--- src/logic/fe_cfg_pkg.sv ---
// ~~~~~~~~~~~~~~~~~~~~~~~~~~~~~~~~~~~~~~~
// fetch front end configuration
// sizes, reset address, index bit fields
// ~~~~~~~~~~~~~~~~~~~~~~~~~~~~~~~~~~~~~~~
`default_nettype none

package fe_cfg_pkg;

  localparam int PC_W        = 32;
  localparam int FETCH_BYTES = 16; // one fetch block

  // table and btb index from pc[9:4]
  localparam int IDX_W   = 6;
  localparam int IDX_LSB = 4;
  localparam int ENTRIES = 1 << IDX_W;

  // btb tag is everything above the index
  localparam int TAG_LSB = IDX_LSB + IDX_W;
  localparam int TAG_W   = PC_W - TAG_LSB;

  localparam int HIST_W = 12;

  // history bits mixed into each table index
  localparam int HIST_A  = 2;
  localparam int HIST_B  = 6;
  localparam int HIST_C  = 12;
  localparam int NUM_TBL = 3;
  localparam int TBL_HIST_LEN [NUM_TBL] = '{HIST_A, HIST_B, HIST_C};

  localparam logic [PC_W-1:0] RESET_PC = 32'h0000_1000;

endpackage

`default_nettype wire

--- src/logic/fe_types_pkg.sv ---
// ~~~~~~~~~~~~~~~~~~~~~~~~~~~~~~~~~~~~~~~
// fetch front end types
// pc, history, index and tag vectors
// handshake FSM and table selector enums
// ~~~~~~~~~~~~~~~~~~~~~~~~~~~~~~~~~~~~~~~
`default_nettype none

package fe_types_pkg;

  import fe_cfg_pkg::*;

  typedef logic [PC_W-1:0]   pc_t;
  typedef logic [HIST_W-1:0] hist_t;
  typedef logic [IDX_W-1:0]  idx_t;
  typedef logic [TAG_W-1:0]  tag_t;

  // retire update handshake
  typedef enum logic [1:0] {
    IDLE,
    APPLY,     // ack high, write strobe
    WAIT_DROP  // ack held until req falls
  } upd_state_t;

  // next table to flip on a mispredict
  typedef enum logic [1:0] {
    TBL_A,
    TBL_B,
    TBL_C
  } tbl_sel_t;

endpackage

`default_nettype wire

--- src/logic/fe_upd_if.sv ---
// ~~~~~~~~~~~~~~~~~~~~~~~~~~~~~~~~~~~~~~~
// retire update bus
// one write to predictor and btb
// ~~~~~~~~~~~~~~~~~~~~~~~~~~~~~~~~~~~~~~~
`default_nettype none

interface fe_upd_if;

  import fe_types_pkg::*;

  logic  we;      // single cycle strobe
  pc_t   pc;      // pc of the branch block
  pc_t   target;
  hist_t hist;    // history seen at predict time
  logic  taken;   // actual outcome
  logic  mispred;

  modport src (
    output we, pc, target, hist, taken, mispred
  );

  modport pred (
    input we, pc, hist, mispred
  );

  modport btb (
    input we, pc, target, taken
  );

endinterface

`default_nettype wire

--- src/logic/fe_btb.sv ---
// ~~~~~~~~~~~~~~~~~~~~~~~~~~~~~~~~~~~~~~~
// branch target buffer
// direct mapped, tag + target per entry
// ~~~~~~~~~~~~~~~~~~~~~~~~~~~~~~~~~~~~~~~
`default_nettype none

module fe_btb (
  input  wire               clk,
  input  wire               rst,
  input  fe_types_pkg::pc_t pc,
  output logic              hit,
  output fe_types_pkg::pc_t target,
  fe_upd_if.btb             upd
);

  import fe_cfg_pkg::*;
  import fe_types_pkg::*;

  logic [ENTRIES-1:0] valid;
  tag_t               tag_mem [ENTRIES];
  pc_t                tgt_mem [ENTRIES];

  idx_t rd_idx;
  idx_t wr_idx;
  tag_t rd_tag;
  tag_t wr_tag;
  logic wr_en;

  assign rd_idx = pc[IDX_LSB +: IDX_W];
  assign rd_tag = pc[TAG_LSB +: TAG_W];
  assign wr_idx = upd.pc[IDX_LSB +: IDX_W];
  assign wr_tag = upd.pc[TAG_LSB +: TAG_W];
  assign wr_en  = upd.we && upd.taken; // only taken branches installed

  // lookup, zero cycle
  assign hit    = valid[rd_idx] && (tag_mem[rd_idx] == rd_tag);
  assign target = tgt_mem[rd_idx];

  always_ff @(posedge clk) begin
    if (rst)
      valid <= '0;
    else if (wr_en)
      valid[wr_idx] <= 1'b1;
  end

  always_ff @(posedge clk) begin
    if (wr_en) begin
      tag_mem[wr_idx] <= wr_tag;
      tgt_mem[wr_idx] <= upd.target;
    end
  end

endmodule

`default_nettype wire

--- src/logic/fe_dir_pred.sv ---
// ~~~~~~~~~~~~~~~~~~~~~~~~~~~~~~~~~~~~~~~
// direction predictor
// three 1-bit tables, xor combined
// rotating flip on mispredict
// ~~~~~~~~~~~~~~~~~~~~~~~~~~~~~~~~~~~~~~~
`default_nettype none

module fe_dir_pred (
  input  wire                 clk,
  input  wire                 rst,
  input  fe_types_pkg::pc_t   pc,
  input  fe_types_pkg::hist_t hist,
  output logic                pred_taken,
  fe_upd_if.pred              upd
);

  import fe_cfg_pkg::*;
  import fe_types_pkg::*;

  logic [ENTRIES-1:0] tbl [NUM_TBL];
  tbl_sel_t           sel;

  idx_t               rd_idx [NUM_TBL];
  idx_t               wr_idx [NUM_TBL];
  logic [NUM_TBL-1:0] rd_bit;

  // xor-fold the low len history bits down to an index
  function automatic idx_t fold_hist(hist_t h, int len);
    idx_t r;
    r = '0;
    for (int i = 0; i < HIST_W; i++) begin
      if (i < len)
        r[i % IDX_W] = r[i % IDX_W] ^ h[i];
    end
    return r;
  endfunction

  always_comb begin
    for (int t = 0; t < NUM_TBL; t++) begin
      rd_idx[t] = pc[IDX_LSB +: IDX_W] ^ fold_hist(hist, TBL_HIST_LEN[t]);
      wr_idx[t] = upd.pc[IDX_LSB +: IDX_W] ^ fold_hist(upd.hist, TBL_HIST_LEN[t]);
      rd_bit[t] = tbl[t][rd_idx[t]];
    end
  end

  assign pred_taken = ^rd_bit;

  // any single flip inverts the xor
  always_ff @(posedge clk) begin
    if (rst) begin
      for (int t = 0; t < NUM_TBL; t++)
        tbl[t] <= '0; // all not taken
      sel <= TBL_A;
    end else if (upd.we && upd.mispred) begin
      tbl[sel][wr_idx[sel]] <= ~tbl[sel][wr_idx[sel]];
      case (sel)
        TBL_A:   sel <= TBL_B;
        TBL_B:   sel <= TBL_C;
        default: sel <= TBL_A;
      endcase
    end
  end

endmodule

`default_nettype wire

--- src/logic/fe_next_pc.sv ---
// ~~~~~~~~~~~~~~~~~~~~~~~~~~~~~~~~~~~~~~~
// fetch pointer and global history
// next pc choice, retire update FSM
// ~~~~~~~~~~~~~~~~~~~~~~~~~~~~~~~~~~~~~~~
`default_nettype none

module fe_next_pc (
  input  wire                 clk,
  input  wire                 rst,
  input  wire                 fetch_ready,
  input  wire                 upd_req,
  input  wire                 upd_taken,
  input  wire                 upd_mispred,
  input  wire                 pred_taken,
  input  wire                 btb_hit,
  input  fe_types_pkg::pc_t   upd_pc,
  input  fe_types_pkg::pc_t   upd_target,
  input  fe_types_pkg::pc_t   btb_target,
  input  fe_types_pkg::hist_t upd_hist,
  output logic                fetch_valid,
  output logic                upd_ack,
  output fe_types_pkg::pc_t   fetch_pc,
  output fe_types_pkg::hist_t fetch_hist,
  fe_upd_if.src               upd
);

  import fe_cfg_pkg::*;
  import fe_types_pkg::*;

  upd_state_t state;
  upd_state_t state_nxt;

  logic  redirect;
  logic  advance;
  pc_t   redir_pc;
  hist_t redir_hist;
  pc_t   pc_nxt;
  hist_t hist_nxt;

  // request seen in idle, redirect lands with the ack edge
  assign redirect   = (state == IDLE) && upd_req && upd_mispred;
  assign advance    = fetch_valid && fetch_ready;
  assign redir_pc   = upd_taken ? upd_target : upd_pc + pc_t'(FETCH_BYTES);
  assign redir_hist = {upd_hist[HIST_W-2:0], upd_taken}; // actual outcome

  always_comb begin
    pc_nxt   = fetch_pc;
    hist_nxt = fetch_hist;
    if (redirect) begin
      pc_nxt   = redir_pc;
      hist_nxt = redir_hist;
    end else if (advance) begin
      if (btb_hit && pred_taken)
        pc_nxt = btb_target;
      else
        pc_nxt = fetch_pc + pc_t'(FETCH_BYTES);
      if (btb_hit)
        hist_nxt = {fetch_hist[HIST_W-2:0], pred_taken}; // known branch only
    end
  end

  always_ff @(posedge clk) begin
    if (rst) begin
      fetch_pc    <= RESET_PC;
      fetch_hist  <= '0;
      fetch_valid <= 1'b0;
    end else begin
      fetch_pc    <= pc_nxt;
      fetch_hist  <= hist_nxt;
      fetch_valid <= 1'b1;
    end
  end

  // four-phase handshake
  always_comb begin
    state_nxt = state;
    case (state)
      IDLE:      if (upd_req) state_nxt = APPLY;
      APPLY:     state_nxt = upd_req ? WAIT_DROP : IDLE;
      WAIT_DROP: if (!upd_req) state_nxt = IDLE;
      default:   state_nxt = IDLE;
    endcase
  end

  always_ff @(posedge clk) begin
    if (rst)
      state <= IDLE;
    else
      state <= state_nxt;
  end

  assign upd_ack = (state != IDLE);

  // data is held stable by the source while req is high
  assign upd.we      = (state == APPLY);
  assign upd.pc      = upd_pc;
  assign upd.target  = upd_target;
  assign upd.hist    = upd_hist;
  assign upd.taken   = upd_taken;
  assign upd.mispred = upd_mispred;

endmodule

`default_nettype wire

--- src/logic/fe_top.sv ---
// ~~~~~~~~~~~~~~~~~~~~~~~~~~~~~~~~~~~~~~~
// fetch front end top
// next pc unit, predictor, btb
// ~~~~~~~~~~~~~~~~~~~~~~~~~~~~~~~~~~~~~~~
`default_nettype none

module fe_top (
  input  wire                 clk,
  input  wire                 rst,
  input  wire                 fetch_ready,
  input  wire                 upd_req,
  input  wire                 upd_taken,
  input  wire                 upd_mispred,
  input  fe_types_pkg::pc_t   upd_pc,
  input  fe_types_pkg::pc_t   upd_target,
  input  fe_types_pkg::hist_t upd_hist,
  output logic                fetch_valid,
  output logic                upd_ack,
  output fe_types_pkg::pc_t   fetch_pc,
  output fe_types_pkg::hist_t fetch_hist
);

  import fe_types_pkg::*;

  logic pred_taken;
  logic btb_hit;
  pc_t  btb_target;

  fe_upd_if upd_bus ();

  fe_next_pc u_next_pc (
    .clk         (clk),
    .rst         (rst),
    .fetch_ready (fetch_ready),
    .upd_req     (upd_req),
    .upd_taken   (upd_taken),
    .upd_mispred (upd_mispred),
    .pred_taken  (pred_taken),
    .btb_hit     (btb_hit),
    .upd_pc      (upd_pc),
    .upd_target  (upd_target),
    .btb_target  (btb_target),
    .upd_hist    (upd_hist),
    .fetch_valid (fetch_valid),
    .upd_ack     (upd_ack),
    .fetch_pc    (fetch_pc),
    .fetch_hist  (fetch_hist),
    .upd         (upd_bus.src)
  );

  // both lookups see the same fetch pc
  fe_dir_pred u_dir_pred (
    .clk        (clk),
    .rst        (rst),
    .pc         (fetch_pc),
    .hist       (fetch_hist),
    .pred_taken (pred_taken),
    .upd        (upd_bus.pred)
  );

  fe_btb u_btb (
    .clk    (clk),
    .rst    (rst),
    .pc     (fetch_pc),
    .hit    (btb_hit),
    .target (btb_target),
    .upd    (upd_bus.btb)
  );

endmodule

`default_nettype wire

--- config.mk ---
export PLATFORM = sky130hd
export DESIGN_NAME = fe_top
export DESIGN_NICKNAME = d
export VERILOG_FILES = /design/src/logic/fe_cfg_pkg.sv /design/src/logic/fe_types_pkg.sv /design/src/logic/fe_upd_if.sv /design/src/logic/fe_btb.sv /design/src/logic/fe_dir_pred.sv /design/src/logic/fe_next_pc.sv /design/src/logic/fe_top.sv
export SDC_FILE = /design/constraint.sdc
export NUM_CORES = 2
export LEC_CHECK = 0
export BUFFER_PORTS_ARGS = -buffer_cell sky130_fd_sc_hd__buf_2
export CAP_MARGIN = 0
export CORE_MARGIN = 2
export CORE_UTILIZATION = 28
export DETAILED_ROUTE_END_ITERATION = 10
export HOLD_SLACK_MARGIN = 0.02
export PLACE_DENSITY = 0.44
export SYNTH_ARGS = -nofsm -noshare
export SYNTH_HDL_FRONTEND = slang
export SYNTH_SLANG_ARGS = --single-unit
--- constraint.sdc ---
create_clock -name clk -period 7.2 [get_ports clk]
set_input_delay 1.08 -clock clk [delete_from_list [all_inputs] [get_ports clk]]
set_output_delay 1.08 -clock clk [all_outputs]
set_load 0.01 [all_outputs]
# Word-level counts from Yosys, hierarchy flattened
# Memory sizes are Yosys's and may differ from the RTL's. A register that Yosys moved wholly into a read port is not among the register bits.
# Cells that the tools add are included.
# word_totals
out_inout_bits	46
n_memories	3
ram_bits	3648
ff_bits	113
input_bits	82
# classes
n_lt_le_gt_ge	9
n_eq_ne	6
n_reduce_logical	18
bitwise_logic	21
mux	46
add_sub_neg	2
# memory_table
name	depth	word_bits	read_ports	rd_clocked_by_memory_dff	wr	line_no	source
u_btb.tgt_mem	64	32	1	1	1	fe_btb.sv:21	pc_t tgt_mem [ENTRIES];
u_btb.tag_mem	64	22	1	1	1	fe_btb.sv:20	tag_t tag_mem [ENTRIES];
u_dir_pred.tbl	3	64	4	1	3	fe_dir_pred.sv:20	logic [ENTRIES-1:0] tbl [NUM_TBL];
# ops
operator	count
64-bit two-way mux	3
32-bit two-way mux	4
32-bit by 5-bit adder with 32-bit output (second input constant)	2
64-bit OR	1
64-bit OR reduction	1
6-bit by 7-bit < comparator with 1-bit output (second input constant)	6
12-bit two-way mux	3
6-bit two-way mux	6
1-bit binary-select mux with 6-bit select	5
6-bit bitwise XOR	4
22-bit == test	1
1-bit two-way mux	14
6-bit binary-select mux with 2-bit select	1
1-bit demux with 6-bit select	2
6-bit by 1-bit >= comparator with 1-bit output (second input constant)	2
2-bit two-way mux	6
1-bit bitwise XOR	12
6-bit by 2-bit bitwise XOR with 6-bit output	2
1-bit logical AND	9
2-bit one-hot mux with 3 select lines	1
2-bit nonzero test	3
2-bit by 1-bit == test with 1-bit output (second input constant)	2
2-bit zero test	2
2-bit inequality test (second input constant)	2
other kinds (7)	8

# Logic depth before layout (Yosys ltp)
# depth
depth_word	12
depth_mapped	19
depth_no_buf	11

# Modules after synthesis
# A second synthesis with hierarchy kept.
# unflattened
hier_cells	7538
area_unflattened_um2	154549.5
# by_module_without_submodules
mod	n_inst	cells_each	area_each_um2	seq_area_each_um2
fe_btb	1	5654	134472.7	105060.8
fe_dir_pred	1	1314	15921.5	7767.4
fe_next_pc	1	570	4155.2	940.9

# Worst setup path after synthesis
# No wires, ideal clock.
# synth_timing
path_type	input-to-reg
start	input port upd_pc[7]
end	memory u_btb.tag_mem[10][0] in the netlist's numbering (enable)
arrival_ns	4.273
setup_ns	0.468
path_buffers	2
path_slack_ns	2.459
required_ns	6.732
path_stages	4
cell_sequence	clkbuf_1 or3b_2 clkbuf_1 nor2_1
# synth_rtl
item	line_no	source
start, declared	fe_top.sv:14	input fe_types_pkg::pc_t upd_pc,
end, declared	fe_btb.sv:20	
# Straight into the memory's write port.

# Worst setup path after layout
# layout_timing
start	register u_next_pc.fetch_hist[0]
end	register u_next_pc.fetch_pc[30]
# layout_between
elab_chain_cells	9
# layout_lines
item	line_no	source
start, declared	fe_next_pc.sv:23	output fe_types_pkg::hist_t fetch_hist,
start signal, assigned	fe_next_pc.sv:69	fetch_hist <= hist_nxt;
1-bit bitwise XOR	fe_dir_pred.sv:33	r[i % IDX_W] = r[i % IDX_W] ^ h[i];
6-bit bitwise XOR	fe_dir_pred.sv:40	rd_idx[t] = pc[IDX_LSB +: IDX_W] ^ fold_hist(hist, TBL_HIST_LEN[t]);
1-bit binary-select mux with 6-bit select	fe_dir_pred.sv:42	rd_bit[t] = tbl[t][rd_idx[t]];
1-bit two-way mux (implied by the code)	fe_dir_pred.sv:42	
3-bit XOR reduction (*)	fe_dir_pred.sv:46	assign pred_taken = ^rd_bit;
1-bit logical AND (*)	fe_next_pc.sv:53	if (btb_hit && pred_taken)
32-bit two-way mux (*)	fe_next_pc.sv:53	
32-bit two-way mux (*)	fe_next_pc.sv:52	end else if (advance) begin
32-bit two-way mux (*)	fe_next_pc.sv:49	if (redirect) begin
end signal, assigned	fe_next_pc.sv:68	fetch_pc <= pc_nxt;
end, declared	fe_next_pc.sv:22	output fe_types_pkg::pc_t fetch_pc,
# Every way passes the cells marked *; elsewhere a longest branch is shown, timed or not. The select of a mux whose other input is x is not followed.
# A chain may end at the register's enable or synchronous reset.

==> flow_metrics.tcl <==
set metrics [dict create \
    status "completed" \
    synthMuxAreaShare_pct 17.4 \
    grt_pass1_wl_mm 739 \
    hp-start "upd_req" \
    core_area_sq_mm 0.545 \
    drc 0 \
    cp.depth 11 \
    worst_pin_slew_ns 1.37 \
    clk-insertion-delay-late_ns 1.05 \
    finalMaxSlewViolations 0 \
    holdBufCountCts 0 \
    grt_overflow 0 \
    wl_per_cell_microns 35.4 \
    synthFlopType "edfxtp_1" \
    critPathKind "flip-flop to flip-flop" \
    reg2reg_depth 11 \
    num_vias 82500 \
    holdPathEnd "u_next_pc.state[0]" \
    rr_endpoint "u_next_pc.fetch_pc[30]" \
    cts_inserted_buffers 418 \
    timing.fmax_ghz 0.166 \
    arrival_ns 6.96 \
    dieArea_sq_mm 0.553 \
    synth-async-reset-ratio_pct 0 \
    postCtsSetupBuffers 0 \
    rows 271 \
    ys_ff_latch 3833 \
    detail_route.first_pass.iterations 6 \
    synth.most_common_cell "edfxtp_1" \
    grt_pass1_vias 82400 \
    path_clk_slew_ns 0.06 \
    crit-reg2reg-launch "u_next_pc.fetch_hist[0]" \
    fin_skew_ns 0.0830 \
    start_kind "flip-flop" \
    cts_tree "yes" \
    period_minus_slack_ns 6.04 \
    synth_top_area_share_pct 72.7 \
    path_max_fanout 19 \
    io_pins 128 \
    die_y_microns 744 \
    cts_htree_levels 5 \
    critical-path-top-delay-family "simple AND/OR/NAND/NOR gates" \
    via_per_inst 5.29 \
    initial_core_util_pct 28.1 \
    worst_path_max_delay_cell "xnor3_1" \
    layout-area-overhead-vs-synth_pct 16.2 \
    yosysSeqAreaShare_pct 74.3 \
    syn_inst 7481 \
    crit_chain "xnor3_1, mux4_2, nor2_1, and4b_1, nor4_1, nand2_1, o21a_1, or2_1, nor3_4, and3b_1, o31a_1" \
    ir_drop_uv 246 \
    gp_congestion 0.851 \
    p_int_mw 38.1 \
    yosys-top-cells-count "edfxtp_1, mux4_2, nor2_1" \
    pwr-share-comb_pct 8.6 \
    p_sw_mw 12.0 \
    synthXorXnorAreaFrac_pct 0.474 \
    wirelength_mm 552 \
    powerDensity_mw_per_mm2 281 \
    grt_usage_pct 19.5 \
    clockRootBuffer "clkbuf_16" \
    avgSynthCellArea_sq_um 20.5 \
    grt_max_degree 97 \
    p_clk_share_pct 41.9 \
    tns_ns 0 \
    min_path_type "input pin to flip-flop" \
    clockBufferDepth 4 \
    slew_headroom_pct 8.55 \
    ant_nets 0 \
    cts_resized 0 \
    r2r_slack_ns 1.16 \
    maxCapViolations 0 \
    synth_area_leader_cell "edfxtp_1" \
    switching_share_pct 23.9 \
    finalCritPeriodShare_pct 83.8 \
    dp.final_hpwl_mm 314 \
    grt_setup_unrepaired "false" \
    fin_nets 8073 \
    p_leak_nw 54.1 \
    ys_warn_count 0 \
    portBuffers 127 \
    clock_sinks 3833 \
    synth_compound_area_share_pct 3.24 \
    cp.required_ns 8.12 \
    synthAdderAreaFrac_pct 0.0163 \
    synth_top_cells_by_area "edfxtp_1, mux4_2, mux2i_1, dfxtp_1, nor2_1" \
    drive_above_1_share_pct 27.2 \
    synth_area_sq_mm 0.153 \
    worst-path-buf-inv 0 \
    max_stage_delay_ns 1.30 \
    min_path_cells 3 \
    synth_edf_count 3712 \
    synth_cell_type_count 98 \
    seq_power_share_pct 49.5 \
    antenna_found_initial 41 \
    nFillCells 51600 \
    layout_setup_ws_ns 1.16 \
    synth_top_family_by_area "multiplexers" \
    die_w_microns 744 \
    dp_slack_ns 1.32 \
    hold_violations 0 \
    setup_viol 0 \
    drt_iter0_drc 10500 \
    synth-simple-area-share_pct 3.04 \
    end_kind "flip-flop" \
]
power groups by stage:
stage | Combinational [mW] | Sequential [mW] | Clock (mW)
after global routing | 4.50 | 24.8 | 22.2
after CTS | 4.33 | 24.8 | 21.4
final | 4.29 | 24.8 | 21.0
after detailed placement | 4.32 | 25.3 | 0
after global placement | 4.30 | 25.3 | 0
after floorplan | 2.51 | 25.2 | 0
metal layers:
layer	global-route usage, %	vias to the layer above	part of all wire [%]
li1	-	32300	-
met1	26.8	46100	42
met2	32.0	3353	48
met3	3.16	775	6.7
met4	5.41	14	3.2
met5	0	-	0.016
sequential cells by signal, indices dropped and copies added, names as in the netlist, named ones only:
signal	cells
u_btb.tgt_mem	2048
u_btb.tag_mem	1408
u_dir_pred.tbl	256
u_btb.valid	64
u_next_pc.fetch_pc	32
u_next_pc.fetch_hist	12
u_dir_pred.sel	2
u_next_pc.state	2
u_next_pc.fetch_valid	1
cells by family (layout without fill, tap and decap cells):
logic type,after synthesis,after routing
flops,3833,3833
mux,1339,1339
simple gates,996,996
compound gates,754,754
buf+inv,484,1281
xor+xnor,72,72
fa+ha+maj,2,2
other cells,1,76
tightest hold or removal path, cell delays in order:
cell	delay [ns]
buf_2	0.12
nand2_1	0.07
nor2_1	0.04
worst max path at each step:
stage                                  startpoint                      end  slack (ns)
after global routing      u_next_pc.fetch_hist[0]   u_next_pc.fetch_pc[30]        1.09
after floorplan                         upd_pc[7]     u_btb.tag_mem[10][0]        2.46
final                     u_next_pc.fetch_hist[0]   u_next_pc.fetch_pc[30]        1.16
after global placement                  flip-flop  u_next_pc.fetch_hist[1]        1.35
after CTS                               flip-flop  u_next_pc.fetch_hist[5]        1.27
after detailed placement                flip-flop  u_next_pc.fetch_hist[5]        1.32
stage by stage:
step                power (mW)  instances  hold slack [ns]  util (%)  area, sq um
global placement          29.6      14800            0.442      30.3       165000
global route              51.5      15600            0.299      32.7       178000
floorplan                 27.7       7543            0.435         -       154000
finish                    50.1      15600            0.300      32.7       178000
detailed placement        29.6      14800            0.449      30.3       165000
CTS                       50.5      15600            0.209      32.7       178000
placed cells by master (no fill, tap or decap), drive strengths merged, types with 26 or more instances in the layout:
master  count
a21oi      76
xor2       35
edfxtp   3712
a22oi      74
buf       488
nor2      386
mux2       29
o21a       72
mux2i     255
o22ai      40
o21ai     255
nand3      99
inv        30
nor3       36
xnor2      32
bufinv     26
dfxtp     121
mux4     1055
and2       29
and3       27
a211oi     45
conb       63
nand2     261
nor2b      39
clkbuf    539
clkinv    190
cell type report:
| cell class | count | area (sq um) | share of cell area (%) |
|---|---|---|---|
| Tap cell | 7234 | 9050 | 5.08 |
| Multi-Input combinational cell | 3226 | 37800 | 21.2 |
| Sequential cell | 3833 | 114000 | 63.9 |
| Timing Repair Buffer | 488 | 4050 | 2.27 |
| Clock inverter | 232 | 2000 | 1.12 |
| Clock buffer | 539 | 11200 | 6.28 |
| Inverter | 22 | 100 | 0.0562 |
| Antenna cell | 13 | 32.5 | 0.0183 |
Note: power is estimated with default switching activity, not from simulation.
